## src/hdl/maxpool_pkg.sv

```systemverilog
package maxpool_pkg;

  //////////////////////////////
  // Data path types
  //////////////////////////////
  localparam int DATA_WIDTH = 32;

  typedef logic signed [DATA_WIDTH-1:0] elem_t;  // One pooled element
  typedef logic [15:0] count_t;                   // Window count and index

  //////////////////////////////
  // AXI4-Lite control bus
  //////////////////////////////
  localparam int AXIL_ADDR_WIDTH = 6;
  localparam int AXIL_DATA_WIDTH = 32;

  typedef logic [AXIL_ADDR_WIDTH-1:0] axil_addr_t;
  typedef logic [AXIL_DATA_WIDTH-1:0] axil_data_t;

  // Register map
  localparam axil_addr_t ADDR_CTRL    = 6'h00;  // Start, done, idle
  localparam axil_addr_t ADDR_IER     = 6'h04;  // Interrupt enable
  localparam axil_addr_t ADDR_WINDOWS = 6'h10;  // Windows per job

  // Bits inside ADDR_CTRL
  localparam int CTRL_START_BIT = 0;
  localparam int CTRL_DONE_BIT  = 1;
  localparam int CTRL_IDLE_BIT  = 2;

  //////////////////////////////
  // State encodings
  //////////////////////////////
  typedef enum logic [1:0] {WR_IDLE, WR_RESP} axil_wr_state_e;
  typedef enum logic [1:0] {RD_IDLE, RD_DATA} axil_rd_state_e;

  // Window engine states
  typedef enum logic [1:0] {POOL_IDLE, POOL_RUN, POOL_HOLD} pool_state_e;

endpackage

```

## src/hdl/maxpool_control_s_axi.sv

```systemverilog
`timescale 1ns/1ps

module maxpool_control_s_axi (
  input  logic                    ap_clk,
  input  logic                    areset,
  // AXI4-Lite write channels
  input  logic                    awvalid,
  output logic                    awready,
  input  maxpool_pkg::axil_addr_t awaddr,
  input  logic                    wvalid,
  output logic                    wready,
  input  maxpool_pkg::axil_data_t wdata,
  input  logic [3:0]              wstrb,
  output logic                    bvalid,
  input  logic                    bready,
  output logic [1:0]              bresp,
  // AXI4-Lite read channels
  input  logic                    arvalid,
  output logic                    arready,
  input  maxpool_pkg::axil_addr_t araddr,
  output logic                    rvalid,
  input  logic                    rready,
  output maxpool_pkg::axil_data_t rdata,
  output logic [1:0]              rresp,
  // Job interface to the pool engine
  input  logic                    job_done,
  output logic                    job_start,
  output maxpool_pkg::count_t     job_windows,
  output logic                    interrupt
);

  maxpool_pkg::axil_wr_state_e wr_state;
  maxpool_pkg::axil_rd_state_e rd_state;
  logic                        wr_hs;       // AW and W taken together
  logic                        ar_hs;
  logic                        ctrl_rd;     // Read of the status register
  logic                        start_req;
  logic                        ap_start;
  logic                        ap_start_r;
  logic                        ap_done;     // Sticky until read
  logic                        ap_idle;
  logic                        ier;
  maxpool_pkg::axil_data_t     wmask;
  maxpool_pkg::axil_data_t     win_merged;
  maxpool_pkg::axil_data_t     ctrl_word;

  //////////////////////////////
  // Write channel
  //////////////////////////////
  assign wr_hs   = (wr_state == maxpool_pkg::WR_IDLE) && awvalid && wvalid;
  assign awready = wr_hs;                               // Both ready in the same cycle
  assign wready  = wr_hs;
  assign bvalid  = (wr_state == maxpool_pkg::WR_RESP);
  assign bresp   = 2'b00;                               // Always OKAY

  always_ff @(posedge ap_clk) begin
    if (areset) begin
      wr_state <= maxpool_pkg::WR_IDLE;
    end else begin
      case (wr_state)
        maxpool_pkg::WR_IDLE: begin
          if (wr_hs) wr_state <= maxpool_pkg::WR_RESP;
        end
        maxpool_pkg::WR_RESP: begin
          if (bready) wr_state <= maxpool_pkg::WR_IDLE;  // Response taken
        end
        default: wr_state <= maxpool_pkg::WR_IDLE;
      endcase
    end
  end

  // Byte lanes from the strobes
  assign wmask      = {{8{wstrb[3]}}, {8{wstrb[2]}}, {8{wstrb[1]}}, {8{wstrb[0]}}};
  assign win_merged = ({16'b0, job_windows} & ~wmask) | (wdata & wmask);

  assign start_req = wr_hs && (awaddr == maxpool_pkg::ADDR_CTRL) && wstrb[0] &&
                     wdata[maxpool_pkg::CTRL_START_BIT];

  // Software registers
  always_ff @(posedge ap_clk) begin
    if (areset) begin
      ier         <= 1'b0;
      job_windows <= '0;
    end else if (wr_hs) begin
      if (awaddr == maxpool_pkg::ADDR_IER && wstrb[0]) ier <= wdata[0];
      if (awaddr == maxpool_pkg::ADDR_WINDOWS) begin
        job_windows <= win_merged[15:0];  // Only the low half is kept
      end
    end
  end

  //////////////////////////////
  // Start, done and idle
  //////////////////////////////
  always_ff @(posedge ap_clk) begin
    if (areset) begin
      ap_start   <= 1'b0;
      ap_start_r <= 1'b0;
      job_start  <= 1'b0;
      ap_idle    <= 1'b1;
      ap_done    <= 1'b0;
    end else begin
      ap_start_r <= ap_start;
      job_start  <= ap_start & ~ap_start_r;  // Rising edge of ap_start

      // Start only from idle, a start while busy is dropped
      if (job_done) begin
        ap_start <= 1'b0;
      end else if (start_req && ap_idle && !ap_start) begin
        ap_start <= 1'b1;
      end

      if (job_done) ap_idle <= 1'b1;
      else if (job_start) ap_idle <= 1'b0;

      // Done wins over a clearing read in the same cycle
      if (job_done) ap_done <= 1'b1;
      else if (ctrl_rd) ap_done <= 1'b0;
    end
  end

  assign interrupt = ier & ap_done;

  //////////////////////////////
  // Read channel
  //////////////////////////////
  assign arready = (rd_state == maxpool_pkg::RD_IDLE);
  assign ar_hs   = arready && arvalid;
  assign rvalid  = (rd_state == maxpool_pkg::RD_DATA);
  assign rresp   = 2'b00;
  assign ctrl_rd = ar_hs && (araddr == maxpool_pkg::ADDR_CTRL);

  always_ff @(posedge ap_clk) begin
    if (areset) begin
      rd_state <= maxpool_pkg::RD_IDLE;
    end else begin
      case (rd_state)
        maxpool_pkg::RD_IDLE: begin
          if (ar_hs) rd_state <= maxpool_pkg::RD_DATA;
        end
        maxpool_pkg::RD_DATA: begin
          if (rready) rd_state <= maxpool_pkg::RD_IDLE;
        end
        default: rd_state <= maxpool_pkg::RD_IDLE;
      endcase
    end
  end

  // Status word as seen on the bus
  always_comb begin
    ctrl_word                               = '0;
    ctrl_word[maxpool_pkg::CTRL_START_BIT]  = ap_start;
    ctrl_word[maxpool_pkg::CTRL_DONE_BIT]   = ap_done;
    ctrl_word[maxpool_pkg::CTRL_IDLE_BIT]   = ap_idle;
  end

  // Read data captured at the address handshake
  always_ff @(posedge ap_clk) begin
    if (ar_hs) begin
      case (araddr)
        maxpool_pkg::ADDR_CTRL:    rdata <= ctrl_word;
        maxpool_pkg::ADDR_IER:     rdata <= {31'b0, ier};
        maxpool_pkg::ADDR_WINDOWS: rdata <= {16'b0, job_windows};
        default:                   rdata <= '0;  // Unmapped reads as zero
      endcase
    end
  end

endmodule

```

## src/hdl/maxpool_window.sv

```systemverilog
`timescale 1ns/1ps

module maxpool_window #(
  parameter int POOL_SIZE = 4
) (
  input  logic                ap_clk,
  input  logic                areset,
  input  logic                job_start,
  input  maxpool_pkg::count_t job_windows,
  // Element stream in
  input  logic                in_tvalid,
  output logic                in_tready,
  input  maxpool_pkg::elem_t  in_tdata,
  // One maximum per window out
  output logic                pool_tvalid,
  input  logic                pool_tready,
  output maxpool_pkg::elem_t  pool_tdata,
  output logic                job_done
);

  localparam int CNT_W = (POOL_SIZE > 1) ? $clog2(POOL_SIZE) : 1;

  maxpool_pkg::pool_state_e state;
  logic [CNT_W-1:0]         elem_cnt;   // Position inside the window
  maxpool_pkg::count_t      win_cnt;    // Windows handed on so far
  maxpool_pkg::count_t      win_total;  // Latched at job start
  maxpool_pkg::elem_t       run_max;
  maxpool_pkg::elem_t       next_max;
  logic                     in_hs;
  logic                     last_elem;
  logic                     last_win;

  assign in_tready   = (state == maxpool_pkg::POOL_RUN);   // Stalls while a result waits
  assign in_hs       = in_tvalid && in_tready;
  assign last_elem   = (elem_cnt == CNT_W'(POOL_SIZE - 1));
  assign last_win    = (win_cnt == win_total - 16'd1);
  assign pool_tvalid = (state == maxpool_pkg::POOL_HOLD);
  assign pool_tdata  = run_max;

  // First element loads, later ones win only if larger (signed)
  assign next_max = (elem_cnt == '0 || in_tdata > run_max) ? in_tdata : run_max;

  //////////////////////////////
  // Control FSM
  //////////////////////////////
  always_ff @(posedge ap_clk) begin
    if (areset) begin
      state    <= maxpool_pkg::POOL_IDLE;
      elem_cnt <= '0;
      win_cnt  <= '0;
      job_done <= 1'b0;
    end else begin
      job_done <= 1'b0;  // Single-cycle pulse
      case (state)
        maxpool_pkg::POOL_IDLE: begin
          if (job_start) begin
            elem_cnt <= '0;
            win_cnt  <= '0;
            if (job_windows == '0) job_done <= 1'b1;  // Empty job ends at once
            else state <= maxpool_pkg::POOL_RUN;
          end
        end
        maxpool_pkg::POOL_RUN: begin
          if (in_hs) begin
            if (last_elem) begin
              elem_cnt <= '0;
              state    <= maxpool_pkg::POOL_HOLD;   // Result is ready next cycle
            end else begin
              elem_cnt <= elem_cnt + 1'b1;
            end
          end
        end
        maxpool_pkg::POOL_HOLD: begin
          if (pool_tready) begin
            if (last_win) begin
              job_done <= 1'b1;
              state    <= maxpool_pkg::POOL_IDLE;
            end else begin
              win_cnt <= win_cnt + 16'd1;
              state   <= maxpool_pkg::POOL_RUN;
            end
          end
        end
        default: state <= maxpool_pkg::POOL_IDLE;
      endcase
    end
  end

  // Running maximum and job length
  always_ff @(posedge ap_clk) begin
    if (in_hs) run_max <= next_max;
    if (job_start && state == maxpool_pkg::POOL_IDLE) win_total <= job_windows;
  end

endmodule

```

## src/hdl/maxpool_out_fifo.sv

```systemverilog
`timescale 1ns/1ps

module maxpool_out_fifo #(
  parameter int FIFO_DEPTH = 16
) (
  input  logic               ap_clk,
  input  logic               areset,
  // Write side
  input  logic               pool_tvalid,
  output logic               pool_tready,
  input  maxpool_pkg::elem_t pool_tdata,
  // Read side
  output logic               out_tvalid,
  input  logic               out_tready,
  output maxpool_pkg::elem_t out_tdata
);

  localparam int PTR_W = $clog2(FIFO_DEPTH);
  localparam int CNT_W = PTR_W + 1;

  maxpool_pkg::elem_t mem [FIFO_DEPTH];
  logic [PTR_W-1:0]   wr_ptr;
  logic [PTR_W-1:0]   rd_ptr;
  logic [PTR_W-1:0]   rd_ptr_nxt;
  logic [CNT_W-1:0]   count;      // Words held, head included
  logic               wr_en;
  logic               rd_en;

  assign pool_tready = (count != CNT_W'(FIFO_DEPTH));  // Not full
  assign out_tvalid  = (count != '0);
  assign wr_en       = pool_tvalid && pool_tready;
  assign rd_en       = out_tvalid && out_tready;
  assign rd_ptr_nxt  = rd_ptr + 1'b1;                  // Wraps, depth is a power of two

  // Pointers and occupancy
  always_ff @(posedge ap_clk) begin
    if (areset) begin
      wr_ptr <= '0;
      rd_ptr <= '0;
      count  <= '0;
    end else begin
      if (wr_en) wr_ptr <= wr_ptr + 1'b1;
      if (rd_en) rd_ptr <= rd_ptr_nxt;
      case ({wr_en, rd_en})
        2'b10:   count <= count + 1'b1;
        2'b01:   count <= count - 1'b1;
        default: count <= count;  // Both or neither
      endcase
    end
  end

  //////////////////////////////
  // Storage and head register
  //////////////////////////////
  always_ff @(posedge ap_clk) begin
    if (wr_en) mem[wr_ptr] <= pool_tdata;
    // Head takes the incoming word when it becomes the oldest one
    if (wr_en && (count == '0 || (rd_en && count == CNT_W'(1)))) begin
      out_tdata <= pool_tdata;
    end else if (rd_en) begin
      out_tdata <= mem[rd_ptr_nxt];
    end
  end

endmodule

```

## src/hdl/krnl_maxpool.sv

```systemverilog
`timescale 1ns/1ps

module krnl_maxpool #(
  parameter int POOL_SIZE  = 4,   // 4 for 2x2, 9 for 3x3
  parameter int FIFO_DEPTH = 16
) (
  input  logic                    ap_clk,
  input  logic                    areset,
  // AXI4-Lite control
  input  logic                    s_axi_control_awvalid,
  output logic                    s_axi_control_awready,
  input  maxpool_pkg::axil_addr_t s_axi_control_awaddr,
  input  logic                    s_axi_control_wvalid,
  output logic                    s_axi_control_wready,
  input  maxpool_pkg::axil_data_t s_axi_control_wdata,
  input  logic [3:0]              s_axi_control_wstrb,
  output logic                    s_axi_control_bvalid,
  input  logic                    s_axi_control_bready,
  output logic [1:0]              s_axi_control_bresp,
  input  logic                    s_axi_control_arvalid,
  output logic                    s_axi_control_arready,
  input  maxpool_pkg::axil_addr_t s_axi_control_araddr,
  output logic                    s_axi_control_rvalid,
  input  logic                    s_axi_control_rready,
  output maxpool_pkg::axil_data_t s_axi_control_rdata,
  output logic [1:0]              s_axi_control_rresp,
  output logic                    interrupt,
  // Element stream in, maxima out
  input  logic                    in_tvalid,
  output logic                    in_tready,
  input  maxpool_pkg::elem_t      in_tdata,
  output logic                    out_tvalid,
  input  logic                    out_tready,
  output maxpool_pkg::elem_t      out_tdata
);

  logic                job_start;
  logic                job_done;
  maxpool_pkg::count_t job_windows;
  logic                pool_tvalid;
  logic                pool_tready;
  maxpool_pkg::elem_t  pool_tdata;

  //////////////////////////////
  // Control slave
  //////////////////////////////
  maxpool_control_s_axi u_control (
    .ap_clk      (ap_clk),
    .areset      (areset),
    .awvalid     (s_axi_control_awvalid),
    .awready     (s_axi_control_awready),
    .awaddr      (s_axi_control_awaddr),
    .wvalid      (s_axi_control_wvalid),
    .wready      (s_axi_control_wready),
    .wdata       (s_axi_control_wdata),
    .wstrb       (s_axi_control_wstrb),
    .bvalid      (s_axi_control_bvalid),
    .bready      (s_axi_control_bready),
    .bresp       (s_axi_control_bresp),
    .arvalid     (s_axi_control_arvalid),
    .arready     (s_axi_control_arready),
    .araddr      (s_axi_control_araddr),
    .rvalid      (s_axi_control_rvalid),
    .rready      (s_axi_control_rready),
    .rdata       (s_axi_control_rdata),
    .rresp       (s_axi_control_rresp),
    .job_done    (job_done),
    .job_start   (job_start),
    .job_windows (job_windows),
    .interrupt   (interrupt)
  );

  // Window engine
  maxpool_window #(
    .POOL_SIZE (POOL_SIZE)
  ) u_window (
    .ap_clk      (ap_clk),
    .areset      (areset),
    .job_start   (job_start),
    .job_windows (job_windows),
    .in_tvalid   (in_tvalid),
    .in_tready   (in_tready),
    .in_tdata    (in_tdata),
    .pool_tvalid (pool_tvalid),
    .pool_tready (pool_tready),
    .pool_tdata  (pool_tdata),
    .job_done    (job_done)
  );

  // Result buffer, full back-pressures the engine
  maxpool_out_fifo #(
    .FIFO_DEPTH (FIFO_DEPTH)
  ) u_out_fifo (
    .ap_clk      (ap_clk),
    .areset      (areset),
    .pool_tvalid (pool_tvalid),
    .pool_tready (pool_tready),
    .pool_tdata  (pool_tdata),
    .out_tvalid  (out_tvalid),
    .out_tready  (out_tready),
    .out_tdata   (out_tdata)
  );

endmodule

```

## config.mk

```make
export PLATFORM = sky130hd
export DESIGN_NAME = krnl_maxpool
export DESIGN_NICKNAME = d
export VERILOG_FILES = /design/src/hdl/maxpool_pkg.sv /design/src/hdl/maxpool_control_s_axi.sv /design/src/hdl/maxpool_window.sv /design/src/hdl/maxpool_out_fifo.sv /design/src/hdl/krnl_maxpool.sv
export SDC_FILE = /design/constraint.sdc
export NUM_CORES = 1
export LEC_CHECK = 0
export BUFFER_PORTS_ARGS = -buffer_cell sky130_fd_sc_hd__buf_2
export CAP_MARGIN = 5
export CELL_PAD_IN_SITES_DETAIL_PLACEMENT = 2
export CELL_PAD_IN_SITES_GLOBAL_PLACEMENT = 2
export CORE_AREA = 3 3 244 246
export CTS_CLUSTER_DIAMETER = 150
export DETAILED_ROUTE_END_ITERATION = 8
export DIE_AREA = 0 0 247 249
export PLACE_DENSITY = 0.77
export SLEW_MARGIN = 20
export SYNTH_ARGS = -nofsm -noshare
export SYNTH_HDL_FRONTEND = slang
export SYNTH_SLANG_ARGS = --single-unit
export TNS_END_PERCENT = 100
```

## constraint.sdc

```tcl
create_clock -name ap_clk -period 6.8 [get_ports ap_clk]
set_input_delay 1.36 -clock ap_clk [delete_from_list [all_inputs] [get_ports ap_clk]]
set_output_delay 1.36 -clock ap_clk [all_outputs]
set_load 0.02 [all_outputs]
```

==> impl_metrics.env <==
export IMPL_setup_viol=0
export IMPL_ctsHoldBuffers=0
export IMPL_areaGrowthSynthToFinish_pct=14.2
export IMPL_status="finished, final reports clean"
export IMPL_leakage_nw=10.1
export IMPL_grt_pass1_vias=16237
export IMPL_place_area_mm2=0.0286
export IMPL_row_count=88
export IMPL_hp_start="u_control.ap_start_r$_SDFF_PP0_"
export IMPL_rsz0062_at_grt="no"
export IMPL_clk_pin_slew_ns=0.06
export IMPL_endpoint_kind="flip-flop"
export IMPL_drtIter0Drc=1376
export IMPL_fin_worst_skew_ns=0.0175
export IMPL_grt_max_degree=101
export IMPL_yosys_area_top_type="edfxtp_1"
export IMPL_hold_class="flip-flop to flip-flop"
export IMPL_worstReg2RegStart="u_window.pool_tdata[11]$_DFFE_PP_"
export IMPL_design_core_area_mm2=0.0576
export IMPL_cts_resized=0
export IMPL_critPathTopFamily="compound AO/OA/AOI/OAI gates"
export IMPL_antenna_found_initial=0
export IMPL_via_per_inst=6.06
export IMPL_portBuffers=126
export IMPL_n_fill_cell=4933
export IMPL_wl_um=77900
export IMPL_fin_area_mm2=0.0308
export IMPL_drc=0
export IMPL_postRouteAntennaNets=0
export IMPL_drive_gt1_frac=0.291
export IMPL_yosys_top_cells_area="edfxtp_1 (68%), mux4_2 (13%), dfxtp_1 (4.3%), ha_1 (2.1%), mux2_2 (1.4%)"
export IMPL_dr_pass1_iters=5
export IMPL_setup_tns_ns=0
export IMPL_postCtsSetupBuffers=0
export IMPL_path_cells="inv_1, ha_1, a2111oi_0, o21ai_0, a221o_1, a22o_1, a211oi_1, mux2i_1, a211oi_4, buf_4"
export IMPL_fin_nets=1715
export IMPL_htreeDepth=3
export IMPL_yosysMostFrequentCell="edfxtp_1"
export IMPL_synth_avg_cell_area_um2=19.1
export IMPL_period_share=0.660
export IMPL_ys_warn_count=0
export IMPL_yosys_top_cells_count="edfxtp_1 (608), mux4_2 (160), nor2_1 (67)"
export IMPL_grt_ovfl_total=0
export IMPL_fmax_ghz=0.223
export IMPL_start_kind="flip-flop"
export IMPL_yosys_area_top_type_share=0.677
export IMPL_clk_latency_ns=0.62
export IMPL_fin_cells=2396
export IMPL_final_min_clock_period_ns=4.49
export IMPL_io_pins=165
export IMPL_slew_headroom=0.214
export IMPL_synth_edff_count=608
export IMPL_async_reset_ff_frac=0
export IMPL_hold_viol=0
export IMPL_cts_tree="done"
export IMPL_synth_seq_cells=666
export IMPL_initial_core_util=0.469
export IMPL_die_w_um=247
export IMPL_required_ns=7.09
export IMPL_die_area_mm2=0.0615
export IMPL_p_total_w=0.00987
export IMPL_critPathKind="flip-flop to flip-flop"
export IMPL_tightest_slew_ns=1.17
export IMPL_cp_startpoint="u_window.pool_tdata[11]$_DFFE_PP_"
export IMPL_slew_viol_final=0
export IMPL_grt_util_all_layers=0.259
export IMPL_synthCells=1416
export IMPL_dp_hpwl_um=45600
export IMPL_crit_slowest_cell="edfxtp_1"
export IMPL_path_buf_inv=2
export IMPL_synth_area_mm2=0.0270
export IMPL_ys_types=65
export IMPL_cts_buffers=71
export IMPL_cts_buffer_depth=3
export IMPL_max_stage_delay_ns=0.70
export IMPL_grt_first_pass_wirelength_um=115000
export IMPL_post_drt_wl_per_cell_um=32.5
export IMPL_arrival_ns=4.77
export IMPL_clock_sinks=666
export IMPL_irDropWorstVdd_mv=0.372
export IMPL_fp_dieH_um=249
export IMPL_drv_cap=0
export IMPL_power_density_mw_per_mm2=320
export IMPL_synth_main_ff_cell="edfxtp_1"
export IMPL_place_inst=2273
export IMPL_via_count=14514
export IMPL_place_congestion=0.734
export IMPL_cts_root_buf="clkbuf_16"
export IMPL_path_max_fanout=18
export IMPL_yosysSeqAreaShare=0.720
==> worst paths after layout <==
check,to,slack [ns],cells past startpoint
max,u_window.pool_tdata[6]$_DFFE_PP_,2.31,10
min,u_control.job_start$_SDFF_PP0_,0.43,1
max reg2reg,u_window.pool_tdata[6]$_DFFE_PP_,2.31,10
min reg2reg,u_control.job_start$_SDFF_PP0_,0.43,1
==> worst register-to-register path, stage by stage, from the launching register on <==
cell	delay, ns
edfxtp_1	0.70
inv_1	0.15
ha_1	0.35
a2111oi_0	0.61
o21ai_0	0.30
a221o_1	0.47
a22o_1	0.23
a211oi_1	0.37
mux2i_1	0.26
a211oi_4	0.32
buf_4	0.36
==> stage by stage <==
step	setup WS, ns	utilization	hold slack, ns
6_report	2.31	0.535	0.429
5_1_grt	2.17	0.535	0.429
4_1_cts	2.28	0.535	0.425
3_5_place_dp	2.11	0.497	0.409
3_3_place_gp	2.30	0.497	0.376
2_1_floorplan	0.916	-	0.367
==> cells by family (layout without fill, tap and decap cells) <==
group,Yosys count,after routing,synth area share
muxes,216,216,0.156
and+or+nand+nor,230,230,0.0462
AOI/OAI and AO/OA,99,99,0.0256
buffers and inverters,129,324,0.0218
DFF,666,666,0.720
adders and majority gates,45,45,0.0209
xor gates and xnor gates,30,30,0.00974
other,1,21,0.000139
==> final cells by class <==
type / count / area [um2] / share of cell area
Timing Repair Buffer: 153 / 858 / 0.0279
Tap cell: 765 / 957 / 0.0311
Sequential cell: 666 / 19400 / 0.630
Antenna cell: 1 / 2.50 / 0.0000812
Clock buffer: 99 / 1970 / 0.0638
Inverter: 49 / 184 / 0.00597
Multi-Input combinational cell: 640 / 7220 / 0.234
Clock inverter: 23 / 198 / 0.00642
==> state kept, by name, indices dropped and copies added, names as in the netlist, 2 cells and up, named ones only <==
signal,cells
u_out_fifo.count,5
u_out_fifo.out_tdata,32
u_out_fifo.rd_ptr,4
u_window.pool_tdata,32
u_out_fifo.wr_ptr,4
u_window.win_total,16
u_control.rdata,16
u_window.win_cnt,16
u_out_fifo.mem,512
u_window.state,2
u_window.elem_cnt,2
==> cells in the final DEF (no fill, tap or decap), types with 30 or more instances in the layout <==
cell and instances:
ha_1 44, dfxtp_1 57, mux2_2 33, buf_2 126, nor2_1 55, edfxtp_1 608, mux4_2 160, inv_1 49
nand2_1 30, clkbuf_16 74
==> power by group <==
part | total (W) | switching, W | internal (W)
Combinational | 0.00156 | 0.000760 | 0.000804
Clock | 0.00373 | 0.00160 | 0.00213
Sequential | 0.00458 | 0.0000705 | 0.00451
Total | 0.00987 | 0.00243 | 0.00744
==> routing by layer <==
layer,global-route usage,share of wire,routed length [um],vias up
met1,0.346,0.40,31400,7852
met2,0.438,0.51,40100,495
met4,0.0807,0.032,2460,0
li1,-,-,-,6013
met3,0.0409,0.052,4020,154
met5,0,0,0,-
No activity file was read; power rests on OpenSTA's default activity.
